<file path="config.mk">
export PLATFORM = sky130hd
export DESIGN_NAME = magia_monitor
export DESIGN_NICKNAME = d
export VERILOG_FILES = /design/src/magia_mon_pkg.sv /design/src/magia_monitor.sv /design/src/print_assembler.sv /design/src/report_collector.sv /design/src/sentinel_tracker.sv
export SDC_FILE = /design/constraint.sdc
export NUM_CORES = 2
export LEC_CHECK = 0
export BUFFER_PORTS_ARGS = -buffer_cell sky130_fd_sc_hd__buf_2
export CAP_MARGIN = 15
export CORE_MARGIN = 3
export CORE_UTILIZATION = 35
export DETAILED_ROUTE_END_ITERATION = 10
export HOLD_SLACK_MARGIN = 0.08
export SLEW_MARGIN = 20
export SYNTH_ARGS = -nofsm -noshare
export SYNTH_HDL_FRONTEND = slang
export SYNTH_SLANG_ARGS = --single-unit
</file>
<file path="constraint.sdc">
create_clock -name clk -period 14.6 [get_ports clk]
set_input_delay 2.92 -clock clk [delete_from_list [all_inputs] [get_ports clk]]
set_output_delay 2.92 -clock clk [all_outputs]
set_load 0.02 [all_outputs]
</file>
<file path="src/magia_mon_pkg.sv">
package magia_mon_pkg;

  // Tile grid
  localparam int unsigned N_TILES_X = 2;
  localparam int unsigned N_TILES_Y = 2;
  localparam int unsigned N_TILES   = N_TILES_X * N_TILES_Y;
  localparam int unsigned TILE_W    = 2;  // Tile index, row-major

  // Bus and instruction widths
  localparam int unsigned INSTR_W = 32;
  localparam int unsigned ADDR_W  = 32;
  localparam int unsigned DATA_W  = 32;
  localparam int unsigned ID_W    = 2;
  localparam int unsigned N_IDS   = 2 ** ID_W;

  // Sentinel instruction words, addi x0 encodings seen in writeback
  localparam logic [INSTR_W-1:0] SENT_START = 32'h5AA0_0013;
  localparam logic [INSTR_W-1:0] SENT_END   = 32'h5FF0_0013;

  // Print peripheral, aliased for every tile
  localparam logic [ADDR_W-1:0] STDERR_ADDR = 32'hFFFF_0000;
  localparam logic [ADDR_W-1:0] STDIO_ADDR  = 32'hFFFF_0004;
  localparam logic [7:0]        ASCII_LF    = 8'h0A;

  // Line buffer and latency counter sizes
  localparam int unsigned LINE_MAX = 16;
  localparam int unsigned LEN_W    = 5;   // Must hold LINE_MAX itself
  localparam int unsigned LAT_W    = 24;

  // One cycle spent by the sentinel pair itself
  localparam logic [LAT_W-1:0] SENT_OVERHEAD = 24'd1;

  typedef struct packed {
    logic               valid;
    logic [INSTR_W-1:0] instr;
  } wb_instr_t;

  // AW and W channels of one tile toward the print peripheral
  typedef struct packed {
    logic              aw_valid;
    logic [ADDR_W-1:0] aw_addr;
    logic [ID_W-1:0]   aw_id;
    logic              w_valid;
    logic [DATA_W-1:0] w_data;
  } print_wr_t;

  typedef struct packed {
    logic             orphan;  // End seen with no open start
    logic [LAT_W-1:0] cycles;
  } lat_report_t;

  typedef struct packed {
    logic [ID_W-1:0]          id;
    logic [LEN_W-1:0]         len;
    logic                     truncated;
    logic [LINE_MAX-1:0][7:0] chars;  // chars[0] is the first character
  } line_report_t;

  typedef struct packed {
    logic [7:0] code;
  } err_report_t;

  // Sticky overflow, one bit per report stream
  typedef struct packed {
    logic lat;
    logic line;
    logic err;
  } drop_t;

endpackage

</file>
<file path="src/magia_monitor.sv">
`timescale 1ns/10ps

module magia_monitor (
  input  logic                               clk,
  input  logic                               i_arst_n,
  input  magia_mon_pkg::wb_instr_t           i_wb [magia_mon_pkg::N_TILES],
  input  magia_mon_pkg::print_wr_t           i_wr [magia_mon_pkg::N_TILES],
  output logic                               o_lat_valid,
  output magia_mon_pkg::lat_report_t         o_lat,
  output logic [magia_mon_pkg::TILE_W-1:0]   o_lat_tile,
  output logic                               o_line_valid,
  output magia_mon_pkg::line_report_t        o_line,
  output logic [magia_mon_pkg::TILE_W-1:0]   o_line_tile,
  output logic                               o_err_valid,
  output magia_mon_pkg::err_report_t         o_err,
  output logic [magia_mon_pkg::TILE_W-1:0]   o_err_tile,
  output magia_mon_pkg::drop_t               o_drop
);

  import magia_mon_pkg::*;

  // Per-tile report pulses and payloads
  logic [N_TILES-1:0] lat_valid;
  lat_report_t        lat_rep  [N_TILES];
  logic [N_TILES-1:0] line_valid;
  line_report_t       line_rep [N_TILES];
  logic [N_TILES-1:0] err_valid;
  err_report_t        err_rep  [N_TILES];

  logic drop_lat;
  logic drop_line;
  logic drop_err;

  for (genvar t = 0; t < N_TILES; t++) begin : gen_tile
    sentinel_tracker i_sentinel_tracker (
      .clk         (clk),
      .i_arst_n    (i_arst_n),
      .i_wb        (i_wb[t]),
      .o_lat_valid (lat_valid[t]),
      .o_lat       (lat_rep[t])
    );

    print_assembler i_print_assembler (
      .clk          (clk),
      .i_arst_n     (i_arst_n),
      .i_wr         (i_wr[t]),
      .o_line_valid (line_valid[t]),
      .o_line       (line_rep[t]),
      .o_err_valid  (err_valid[t]),
      .o_err        (err_rep[t])
    );
  end

  report_collector #(.payload_t(lat_report_t)) i_lat_collector (
    .clk       (clk),
    .i_arst_n  (i_arst_n),
    .i_valid   (lat_valid),
    .i_payload (lat_rep),
    .o_valid   (o_lat_valid),
    .o_payload (o_lat),
    .o_tile    (o_lat_tile),
    .o_drop    (drop_lat)
  );

  report_collector #(.payload_t(line_report_t)) i_line_collector (
    .clk       (clk),
    .i_arst_n  (i_arst_n),
    .i_valid   (line_valid),
    .i_payload (line_rep),
    .o_valid   (o_line_valid),
    .o_payload (o_line),
    .o_tile    (o_line_tile),
    .o_drop    (drop_line)
  );

  report_collector #(.payload_t(err_report_t)) i_err_collector (
    .clk       (clk),
    .i_arst_n  (i_arst_n),
    .i_valid   (err_valid),
    .i_payload (err_rep),
    .o_valid   (o_err_valid),
    .o_payload (o_err),
    .o_tile    (o_err_tile),
    .o_drop    (drop_err)
  );

  assign o_drop = '{lat: drop_lat, line: drop_line, err: drop_err};

endmodule

</file>
<file path="src/print_assembler.sv">
`timescale 1ns/10ps

module print_assembler (
  input  logic                        clk,
  input  logic                        i_arst_n,
  input  magia_mon_pkg::print_wr_t    i_wr,
  output logic                        o_line_valid,
  output magia_mon_pkg::line_report_t o_line,
  output logic                        o_err_valid,
  output magia_mon_pkg::err_report_t  o_err
);

  import magia_mon_pkg::*;

  logic            stdio_hit;
  logic            err_hit;
  logic            stdio_armed_q;
  logic            err_armed_q;
  logic [ID_W-1:0] stdio_id_q;

  logic            stdio_beat;
  logic            err_beat;
  logic [ID_W-1:0] beat_id;
  logic [7:0]      beat_byte;
  logic            is_lf;

  // One line buffer per write ID
  logic [LINE_MAX-1:0][7:0] buf_chars [N_IDS];
  logic [LEN_W-1:0]         buf_len   [N_IDS];
  logic [N_IDS-1:0]         buf_trunc;
  logic [LINE_MAX-1:0][7:0] line_chars;

  // Address decode on the AW channel
  assign stdio_hit = i_wr.aw_valid && (i_wr.aw_addr == STDIO_ADDR);
  assign err_hit   = i_wr.aw_valid && (i_wr.aw_addr == STDERR_ADDR);

  // A W beat belongs to an armed AW, or to one in the same cycle
  assign stdio_beat = i_wr.w_valid && (stdio_armed_q || stdio_hit);
  assign err_beat   = i_wr.w_valid && (err_armed_q || err_hit);

  assign beat_id   = stdio_armed_q ? stdio_id_q : i_wr.aw_id;
  assign beat_byte = i_wr.w_data[7:0];
  assign is_lf     = (beat_byte == ASCII_LF);

  // Bytes past the current length read as zero
  always_comb begin
    for (int i = 0; i < LINE_MAX; i++) begin
      if (i < int'(buf_len[beat_id])) begin
        line_chars[i] = buf_chars[beat_id][i];
      end else begin
        line_chars[i] = 8'h00;
      end
    end
  end

  always_ff @(posedge clk or negedge i_arst_n) begin
    if (!i_arst_n) begin
      stdio_armed_q <= 1'b0;
      err_armed_q   <= 1'b0;
      stdio_id_q    <= '0;
      buf_trunc     <= '0;
      o_line_valid  <= 1'b0;
      o_err_valid   <= 1'b0;
      for (int k = 0; k < N_IDS; k++) begin
        buf_len[k] <= '0;
      end
    end else begin
      // A beat consumes the older AW, a new AW in that cycle stays armed
      if (stdio_beat) begin
        stdio_armed_q <= stdio_hit && stdio_armed_q;
      end else if (stdio_hit) begin
        stdio_armed_q <= 1'b1;
      end
      if (stdio_hit) begin
        stdio_id_q <= i_wr.aw_id;
      end

      if (err_beat) begin
        err_armed_q <= err_hit && err_armed_q;
      end else if (err_hit) begin
        err_armed_q <= 1'b1;
      end

      if (stdio_beat) begin
        if (is_lf) begin
          buf_len[beat_id]   <= '0;  // Line done, buffer free again
          buf_trunc[beat_id] <= 1'b0;
        end else if (buf_len[beat_id] < LEN_W'(LINE_MAX)) begin
          buf_len[beat_id] <= buf_len[beat_id] + 1'b1;
        end else begin
          buf_trunc[beat_id] <= 1'b1;  // Byte lost
        end
      end

      o_line_valid <= stdio_beat && is_lf;
      o_err_valid  <= err_beat;
    end
  end

  // Character storage
  always_ff @(posedge clk) begin
    if (stdio_beat && !is_lf && (buf_len[beat_id] < LEN_W'(LINE_MAX))) begin
      buf_chars[beat_id][buf_len[beat_id]] <= beat_byte;
    end
  end

  // Report payloads
  always_ff @(posedge clk) begin
    if (stdio_beat && is_lf) begin
      o_line.id        <= beat_id;
      o_line.len       <= buf_len[beat_id];  // LF itself not counted
      o_line.truncated <= buf_trunc[beat_id];
      o_line.chars     <= line_chars;
    end
    if (err_beat) begin
      o_err.code <= beat_byte;
    end
  end

endmodule

</file>
<file path="src/report_collector.sv">
`timescale 1ns/10ps

module report_collector #(
  parameter type payload_t = logic
) (
  input  logic                               clk,
  input  logic                               i_arst_n,
  input  logic [magia_mon_pkg::N_TILES-1:0]  i_valid,
  input  payload_t                           i_payload [magia_mon_pkg::N_TILES],
  output logic                               o_valid,
  output payload_t                           o_payload,
  output logic [magia_mon_pkg::TILE_W-1:0]   o_tile,
  output logic                               o_drop
);

  import magia_mon_pkg::*;

  logic [N_TILES-1:0] slot_full;
  payload_t           slot_data [N_TILES];
  logic [TILE_W-1:0]  rr_ptr;  // Last granted tile

  logic               grant_valid;
  logic [TILE_W-1:0]  grant_idx;

  // Round robin, search starts just after the last grant
  always_comb begin
    logic [TILE_W-1:0] cand;
    grant_valid = 1'b0;
    grant_idx   = '0;
    for (int i = 0; i < N_TILES; i++) begin
      cand = TILE_W'((int'(rr_ptr) + 1 + i) % N_TILES);
      if (!grant_valid && slot_full[cand]) begin
        grant_valid = 1'b1;
        grant_idx   = cand;
      end
    end
  end

  always_ff @(posedge clk or negedge i_arst_n) begin
    if (!i_arst_n) begin
      slot_full <= '0;
      rr_ptr    <= TILE_W'(N_TILES - 1);  // Tile 0 wins first
      o_valid   <= 1'b0;
      o_drop    <= 1'b0;
    end else begin
      for (int t = 0; t < N_TILES; t++) begin
        if (i_valid[t]) begin
          if (slot_full[t] && !(grant_valid && (grant_idx == TILE_W'(t)))) begin
            o_drop <= 1'b1;  // Slot still busy, new item lost
          end else begin
            slot_full[t] <= 1'b1;
          end
        end else if (grant_valid && (grant_idx == TILE_W'(t))) begin
          slot_full[t] <= 1'b0;
        end
      end

      o_valid <= grant_valid;
      if (grant_valid) begin
        rr_ptr <= grant_idx;
      end
    end
  end

  // Slot contents and output payload
  always_ff @(posedge clk) begin
    for (int t = 0; t < N_TILES; t++) begin
      if (i_valid[t] && (!slot_full[t] || (grant_valid && (grant_idx == TILE_W'(t))))) begin
        slot_data[t] <= i_payload[t];
      end
    end
    if (grant_valid) begin
      o_payload <= slot_data[grant_idx];
      o_tile    <= grant_idx;
    end
  end

endmodule

</file>
<file path="src/sentinel_tracker.sv">
`timescale 1ns/10ps

module sentinel_tracker (
  input  logic                       clk,
  input  logic                       i_arst_n,
  input  magia_mon_pkg::wb_instr_t   i_wb,
  output logic                       o_lat_valid,
  output magia_mon_pkg::lat_report_t o_lat
);

  import magia_mon_pkg::*;

  logic             is_start;
  logic             is_end;
  logic             open_q;  // Region between start and end
  logic [LAT_W-1:0] cnt_q;

  // Sentinels only count when they really retire
  assign is_start = i_wb.valid && (i_wb.instr == SENT_START);
  assign is_end   = i_wb.valid && (i_wb.instr == SENT_END);

  always_ff @(posedge clk or negedge i_arst_n) begin
    if (!i_arst_n) begin
      open_q      <= 1'b0;
      cnt_q       <= '0;
      o_lat_valid <= 1'b0;
    end else begin
      o_lat_valid <= is_end;

      if (is_start) begin
        open_q <= 1'b1;
        cnt_q  <= LAT_W'(1);  // The start cycle counts too
      end else if (is_end) begin
        open_q <= 1'b0;
      end else if (open_q && (cnt_q != '1)) begin
        cnt_q <= cnt_q + 1'b1;  // Saturates at all ones
      end
    end
  end

  // Report payload, latched on the end sentinel
  always_ff @(posedge clk) begin
    if (is_end) begin
      o_lat.orphan <= !open_q;
      if (open_q) begin
        o_lat.cycles <= cnt_q - SENT_OVERHEAD;
      end else begin
        o_lat.cycles <= '0;
      end
    end
  end

endmodule

</file>
======== Word-level counts from Yosys, hierarchy flattened ========
Memories as Yosys holds them, arrays and structs flattened. A register that Yosys moved wholly into a read port is not among the register bits.
Cells that the tools add are included.
operators by class
  reduce and logical (&&, ||, !) cells .... 225
  multiplexer cells ....................... 244
  equality and inequality tests ........... 53
  add/sub/neg operators ................... 24
  bitwise operators ....................... 24
  $lt $le $gt $ge ......................... 104
operator list
  cell                                                 number
  two-way mux 128 bit                                  4
  two-way mux 24 bit                                   12
  == test 32 x 31 -> 1 bit (second input constant)     8
  == test 32 bit (second input constant)               8
  < comparator 4 x 5 -> 1 bit (first input constant)   32
  two-way mux 20 bit                                   8
  two-way mux 1 bit                                    144
  demux 8 bit (select 4 bit)                           4
  logical AND 1 bit                                    105
  adder 24 x 1 -> 24 bit (second input constant)       4
  != test 24 bit (second input constant)               4
  subtractor 24 x 1 -> 24 bit (second input constant)  4
  AND 20 bit                                           4
  bitwise mux 20 bit                                   4
  < comparator 3 x 5 -> 1 bit (first input constant)   16
  inverter 20 bit                                      4
  nonzero test 2 bit                                   32
  two-way mux 5 bit                                    12
  < comparator 2 x 3 -> 1 bit (second input constant)  16
  AND reduction 2 bit                                  24
  logical NOT 1 bit                                    41
  binary-select mux 5 bit (select 2 bit)               4
  demux 5 bit (select 2 bit)                           4
  < comparator 1 x 5 -> 1 bit (first input constant)   8
  25 further kinds                                     168
storage, ports and cells
  output and inout port bits .............. 181
  bits in registers ....................... 930
  RAM bits ................................ 2724
  input bits .............................. 406
  word-level logic and storage cells ...... 845
  memories kept ........................... 7
memories
  memory                                   words  bits a word  rd ports  clocked after Yosys merged registers in  write ports  line                    source
  i_line_collector.slot_data               4      136          1         1                                        4            report_collector.sv:19  payload_t slot_data [N_TILES];
  gen_tile[0].i_print_assembler.buf_chars  4      128          1         0                                        1            print_assembler.sv:28   logic [LINE_MAX-1:0][7:0] buf_chars [N_IDS];
  gen_tile[1].i_print_assembler.buf_chars  4      128          1         0                                        1            print_assembler.sv:28
  gen_tile[2].i_print_assembler.buf_chars  4      128          1         0                                        1            print_assembler.sv:28
  gen_tile[3].i_print_assembler.buf_chars  4      128          1         0                                        1            print_assembler.sv:28
  i_lat_collector.slot_data                4      25           1         1                                        4            report_collector.sv:19
  +1 memories                              --     --           --        --                                       --           --

======== Depth between registers and ports, before layout ========
  depth in word-level cells ............... 25
  gate-level depth with buffers ........... 13
  depth with buffers taken out ............ 10

======== Cells and area by module ========
A second synthesis with hierarchy kept.
unflattened totals
  cell total of the unflattened synthesis .. 8220
  area, all modules ....................... 147306.3 µm²
modules (own cells, without submodules)
  module                                                 sequential area each (µm²)  cells each  area an instance (µm²)  instances
  print_assembler (gen_tile[1].i_print_assembler ...)    20449.6                     1254        25837.3                 2
  print_assembler (gen_tile[0].i_print_assembler)        20449.6                     1249        25881.1                 1
  print_assembler (gen_tile[2].i_print_assembler)        20449.6                     1254        25848.5                 1
  report_collector (i_line_collector)                    20682.3                     1516        24830.1                 1
  sentinel_tracker (gen_tile[1].i_sentinel_tracker ...)  1401.3                      310         2961.6                  3
  report_collector (i_lat_collector)                     4016.4                      333         5134.9                  1
  sentinel_tracker (gen_tile[0].i_sentinel_tracker)      1401.3                      308         3034.2                  1
  report_collector (i_err_collector)                     1463.9                      119         1995.7                  1
  magia_monitor                                          0.0                         3           22.5                    1

======== Least setup slack after synthesis ========
Ideal clock, no wire load.
  path type ............................... in2reg
  from .................................... in i_wr[271] (netlist bit)
  to ...................................... reg gen_tile[0].i_print_assembler.o_line_valid
  stages on the path ...................... 4
  arrival time ............................ 13276 ps
  required time ........................... 13532 ps
  path slack .............................. 257 ps
  setup time .............................. 1068 ps
  path buffers ............................ 0
  cell sequence ........................... nand4_1 > or4_1 > o31a_1 > nor3_1
on the way
  cells in the longest elaborated chain, start to end .. 4
RTL lines
  what                  line                   source
  start, declared       magia_monitor.sv:7     input magia_mon_pkg::print_wr_t i_wr [magia_mon_pkg::N_TILES],
  logical AND 1 bit     print_assembler.sv:34  assign stdio_hit = i_wr.aw_valid && (i_wr.aw_addr == STDIO_ADDR);
  logical OR 1 bit      print_assembler.sv:38  assign stdio_beat = i_wr.w_valid && (stdio_armed_q || stdio_hit);
  logical AND 1 bit     print_assembler.sv:38
  logical AND 1 bit     print_assembler.sv:95  o_line_valid <= stdio_beat && is_lf;
  end signal, assigned  print_assembler.sv:95
  end, declared         print_assembler.sv:7   output logic o_line_valid,
No other way between the ends.
A chain may end at the register's enable or synchronous reset.

======== Worst setup path in the final report ========
  from .................................... in i_wr[170] (netlist bit)
  to ...................................... mem gen_tile[1].i_print_assembler.buf_chars[0][121] (netlist bit), enable pin
on the way
  cells in the longest elaborated chain, start to end .. 10
  elaborated cells between the ends (all ways) .. 14
  those cells by class .................... 3 x order compare; 8 x mux; 1 x bitwise; 2 x reduce/logical
RTL lines
  what                                                                                                           line                                            source
  two-way mux 2 bit (*)                                                                                          print_assembler.sv:41                           assign beat_id = stdio_armed_q ? stdio_id_q : i_wr.aw_id;
  inverter 2 -> 3 bit (implied by the code)                                                                      print_assembler.sv:102, print_assembler.sv:103
  binary-select mux 5 bit (select 2 bit)                                                                         print_assembler.sv:102, print_assembler.sv:103
  two-way mux 5 bit (implied by the code) (2 in a row)                                                           print_assembler.sv:102, print_assembler.sv:103
  greater-or-equal comparator 5 x 1 -> 1 bit (implied by the code) / < comparator 5 bit (equally long branches)  print_assembler.sv:103, print_assembler.sv:102
  logical AND 1 bit (implied by the code)                                                                        print_assembler.sv:103                          buf_chars[beat_id][buf_len[beat_id]] <= beat_byte;
  two-way mux 8 bit (implied by the code)                                                                        print_assembler.sv:103
  demux 8 bit (select 4 bit)                                                                                     --
  two-way mux 128 bit (implied by the code)                                                                      print_assembler.sv:103
  end, declared                                                                                                  print_assembler.sv:28
Every way passes the cells marked *; elsewhere a longest branch is shown, timed or not. The select of a mux whose other input is x is not followed.

==> run summary <==
HP Start - gen_tile[3].i_print_assembler.o_line[11]
Status - completed
Synth area leader - edfxtp_1
CP Capture Type - flop
Cts bufs inserted - 388
DR vias/cell - 5.317
Logic pwr share - 2.3%
Synth Instances - 7890
Ys Warns - 0
GR Overflow Total - 0
Die height - 650.8 um
CTS Hold Buffers Added - 0
Net count reported at finish - 8989
FF+latch area - 113600 um2
Starting DRC count in detailed routing - 9619
F_max - 133.9 MHz
Post-synth EDFFs - 3575
Seq/Total Area, Yosys - 78.04%
Leakage power - 0.05538 uW
Hold Vio Cnt, Final - 0
RR Endpoint - gen_tile[1].i_print_assembler.buf_chars[0][121]
Syn_nets - 8320
Total vias in the final route - 76495
Die width - 650.8 um
Crit path capture - gen_tile[1].i_print_assembler.buf_chars[0][121]
Post-route DRC - 0
Met1 wire length - 156500 um
CTS tree - built
Max incr delay on CP - 0.90 ns
Fin crit share - 51.17%
Sw frac - 20.39%
Critical Path Source - i_wr[170]
First-pass GRT wire length - 573600 um
Max_cap viols - 0
PD cells - 133.0 nW/um2
Htree depth - 5
Ys async rst share - 6.487%
Register-to-register setup slack - 8.59 ns
Critical path type - input port to flop
Core area - 413700 um2
Worst-margin pin slew - 1.218 ns
Later-pin clock latency in the skew report - 0.97 ns
Synthesized flop and latch total - 3823
CTS root buf - clkbuf_16
Rel. slew slack - 18.31%
Sequential power share - 53.4%
Most instantiated library cell after synthesis - edfxtp_1
Cell Area, Synth - 145500 um2
Routed Wire Length - 408500 um
Net Sw Power - 4551 uW
WL met2 - 202200 um
Final HPWL DP - 273900 um
Top post-synthesis cells by area - edfxtp_1 74%, mux4_2 8.0%, dfrtp_1 4.2%
FF-to-FF path depth - 12
Pint - 17770 uW
Min Tclk post-route - 7.470 ns
Cells along the critical path - buf_2 -> mux2i_2 -> inv_6 -> buf_4 -> mux2i_1 -> mux2i_1 -> inv_1 -> ha_1 -> inv_1 -> a41oi_1 -> nand2_1 -> buf_4 -> nor2_1
Clock network fraction of design power - 44.3%
Reg-to-reg critical path startpoint - gen_tile[1].i_print_assembler.stdio_armed_q
Slowest cell on crit path - inv_6
IO Port Bufs - 490
Highest routed layer - met5
Critical Path Source Type - input port
Fillcell total - 36631
DP Area - 155100 um2
Initial antenna violation count - 35
Final setup fails - 0
Worst-path clk slew - 0.06 ns
Top_reg_cell synth - edfxtp_1
Fin Clk Skew - 0.08992 ns
RSZ-0062 raised after global routing - false
Clock buffer depth - 4
DR pass1 iterations - 7
Syn Area/Cell - 18.44 um2
Slew Limit Fails - 0
HP Class - flop to flop
Unique masters post-synth - 92
Postcts setup bufs - 0
Worst vdd ir - 0.09638 mV
Met3 WL - 30710 um
Share of cells above drive strength 1 - 21.74%
TritonCTS Sinks - 3823
Pin count of the biggest net entering global routing - 159
Post-DRT Antenna Nets - 0
Crit-path max FO - 102
TNS Setup - 0 ns
Fin area - 167800 um2
Top cells by count, synth - 3575 x edfxtp_1, 517 x mux4_2, 517 x nand2_1
Worst EP arrival - 8.05 ns
Avg WL per Cell - 28.39 um
Worst EP required - 15.18 ns
Die area - 423600 um2
Vias in the first global route - 76647
Share of the synthesized area in the top cell type - 73.77%
GP Congestion - 0.8830
I/O pins - 587
Area Overhead vs Synth - 15.33%
CTS resizes - 0
Initial core utilization - 35.18%
Multi-input logic area - 30610 um2
Total GRT Usage - 18.85%
# rows - 236
==> worst max-delay path: cells and delay by family <==
family / cells / cell delay, ns
buffers and inverters: 6 / 2.42
muxes: 3 / 0.83
AOI/OAI and AO/OA: 1 / 0.26
and+or+nand+nor: 2 / 1.28
adders and majority gates: 1 / 0.26
==> logic make-up after synthesis <==
family,synth area share [%]
AO/OA/AOI/OAI,2.868
XOR/XNOR,0.8546
adder cells (fa/ha/maj),0.2614
buffers and inverters,1.254
flip-flops,78.04
multiplexers,8.766
AND/OR/NAND/NOR,7.959
==> routing by layer <==
metal / vias to the layer above / track usage, %
met4: 2 / 7.772
met2: 3386 / 31.60
met1: 40185 / 24.53
li1: 32303 / -
met3: 619 / 2.862
met5: - / 0
==> sequential cells by signal (all words and copies together), names as in the netlist, 80 cells and up, named ones only <==
signal,count
i_line_collector.slot_data,544
gen_tile.i_print_assembler.buf_len,80
gen_tile.i_sentinel_tracker.cnt_q,96
i_lat_collector.slot_data,100
i_line_collector.o_payload,136
gen_tile.i_print_assembler.buf_chars,2048
gen_tile.i_sentinel_tracker.o_lat,100
gen_tile.i_print_assembler.o_line,544
==> cell usage in the layout (no fill, tap or decap), types with 38 or more instances in the layout <==
master / instances
clkbuf_1: 93
clkinv_1: 66
a21oi_1: 86
nor2b_1: 288
nor3_1: 89
a211oi_1: 163
buf_2: 489
xnor2_1: 118
nor3_2: 65
nor4_1: 69
a31oi_1: 175
clkinv_2: 80
and2_1: 416
mux2i_1: 51
buf_4: 150
nand3_1: 71
nor2_1: 409
nand2_1: 515
nand4_1: 61
mux4_2: 517
clkbuf_16: 392
edfxtp_1: 3575
inv_1: 64
dfrtp_1: 242
o21ai_0: 38
==> stage by stage <==
stage | total power (uW) | hold WS, ns | utilization, % | worst slack, ns | cells
6_report | 22320 | 0.3825 | 40.57 | 7.130 | 14387
5_1_grt | 22960 | 0.3815 | 40.56 | 6.989 | 14376
4_1_cts | 22500 | 0.3757 | 40.53 | 7.023 | 14358
3_5_place_dp | 12680 | 0.4045 | 37.48 | 5.955 | 13642
3_3_place_gp | 12660 | 0.4006 | 37.41 | 6.195 | 13640
2_1_floorplan | 12410 | 0.4003 | - | 0.2566 | 7890
==> cell type report <==
cell class / count / area share [%]
clock buffer: 493 / 6.118
multi-input combinational: 3613 / 18.24
antenna: 28 / 0.04175
inverter: 83 / 0.2169
clock inverter: 223 / 1.390
timing repair buffer: 650 / 2.245
sequential: 3823 / 67.67
tap: 5474 / 4.081
==> worst min-delay path by stage <==
| stage | to | cells past startpoint |
|---|---|---|
| floorplan | i_err_collector.slot_data[0][0] | 0 |
| global placement | i_line_collector.slot_data[1][17] | 0 |
| detailed placement | i_err_collector.slot_data[2][2] | 0 |
| CTS | i_line_collector.slot_data[2][94] | 0 |
| global route | i_line_collector.slot_data[3][37] | 0 |
| finish | i_line_collector.slot_data[3][11] | 0 |
==> power by group through the flow <==
stage	sequential [uW]	combinational [uW]	clock, uW
after CTS	11900	531	10000
final	11900	521	9880
after global routing	11900	558	10500
after floorplan	12100	256	0
after global placement	12100	516	0
after detailed placement	12100	529	0
No activity file was read; power rests on OpenSTA's default activity.
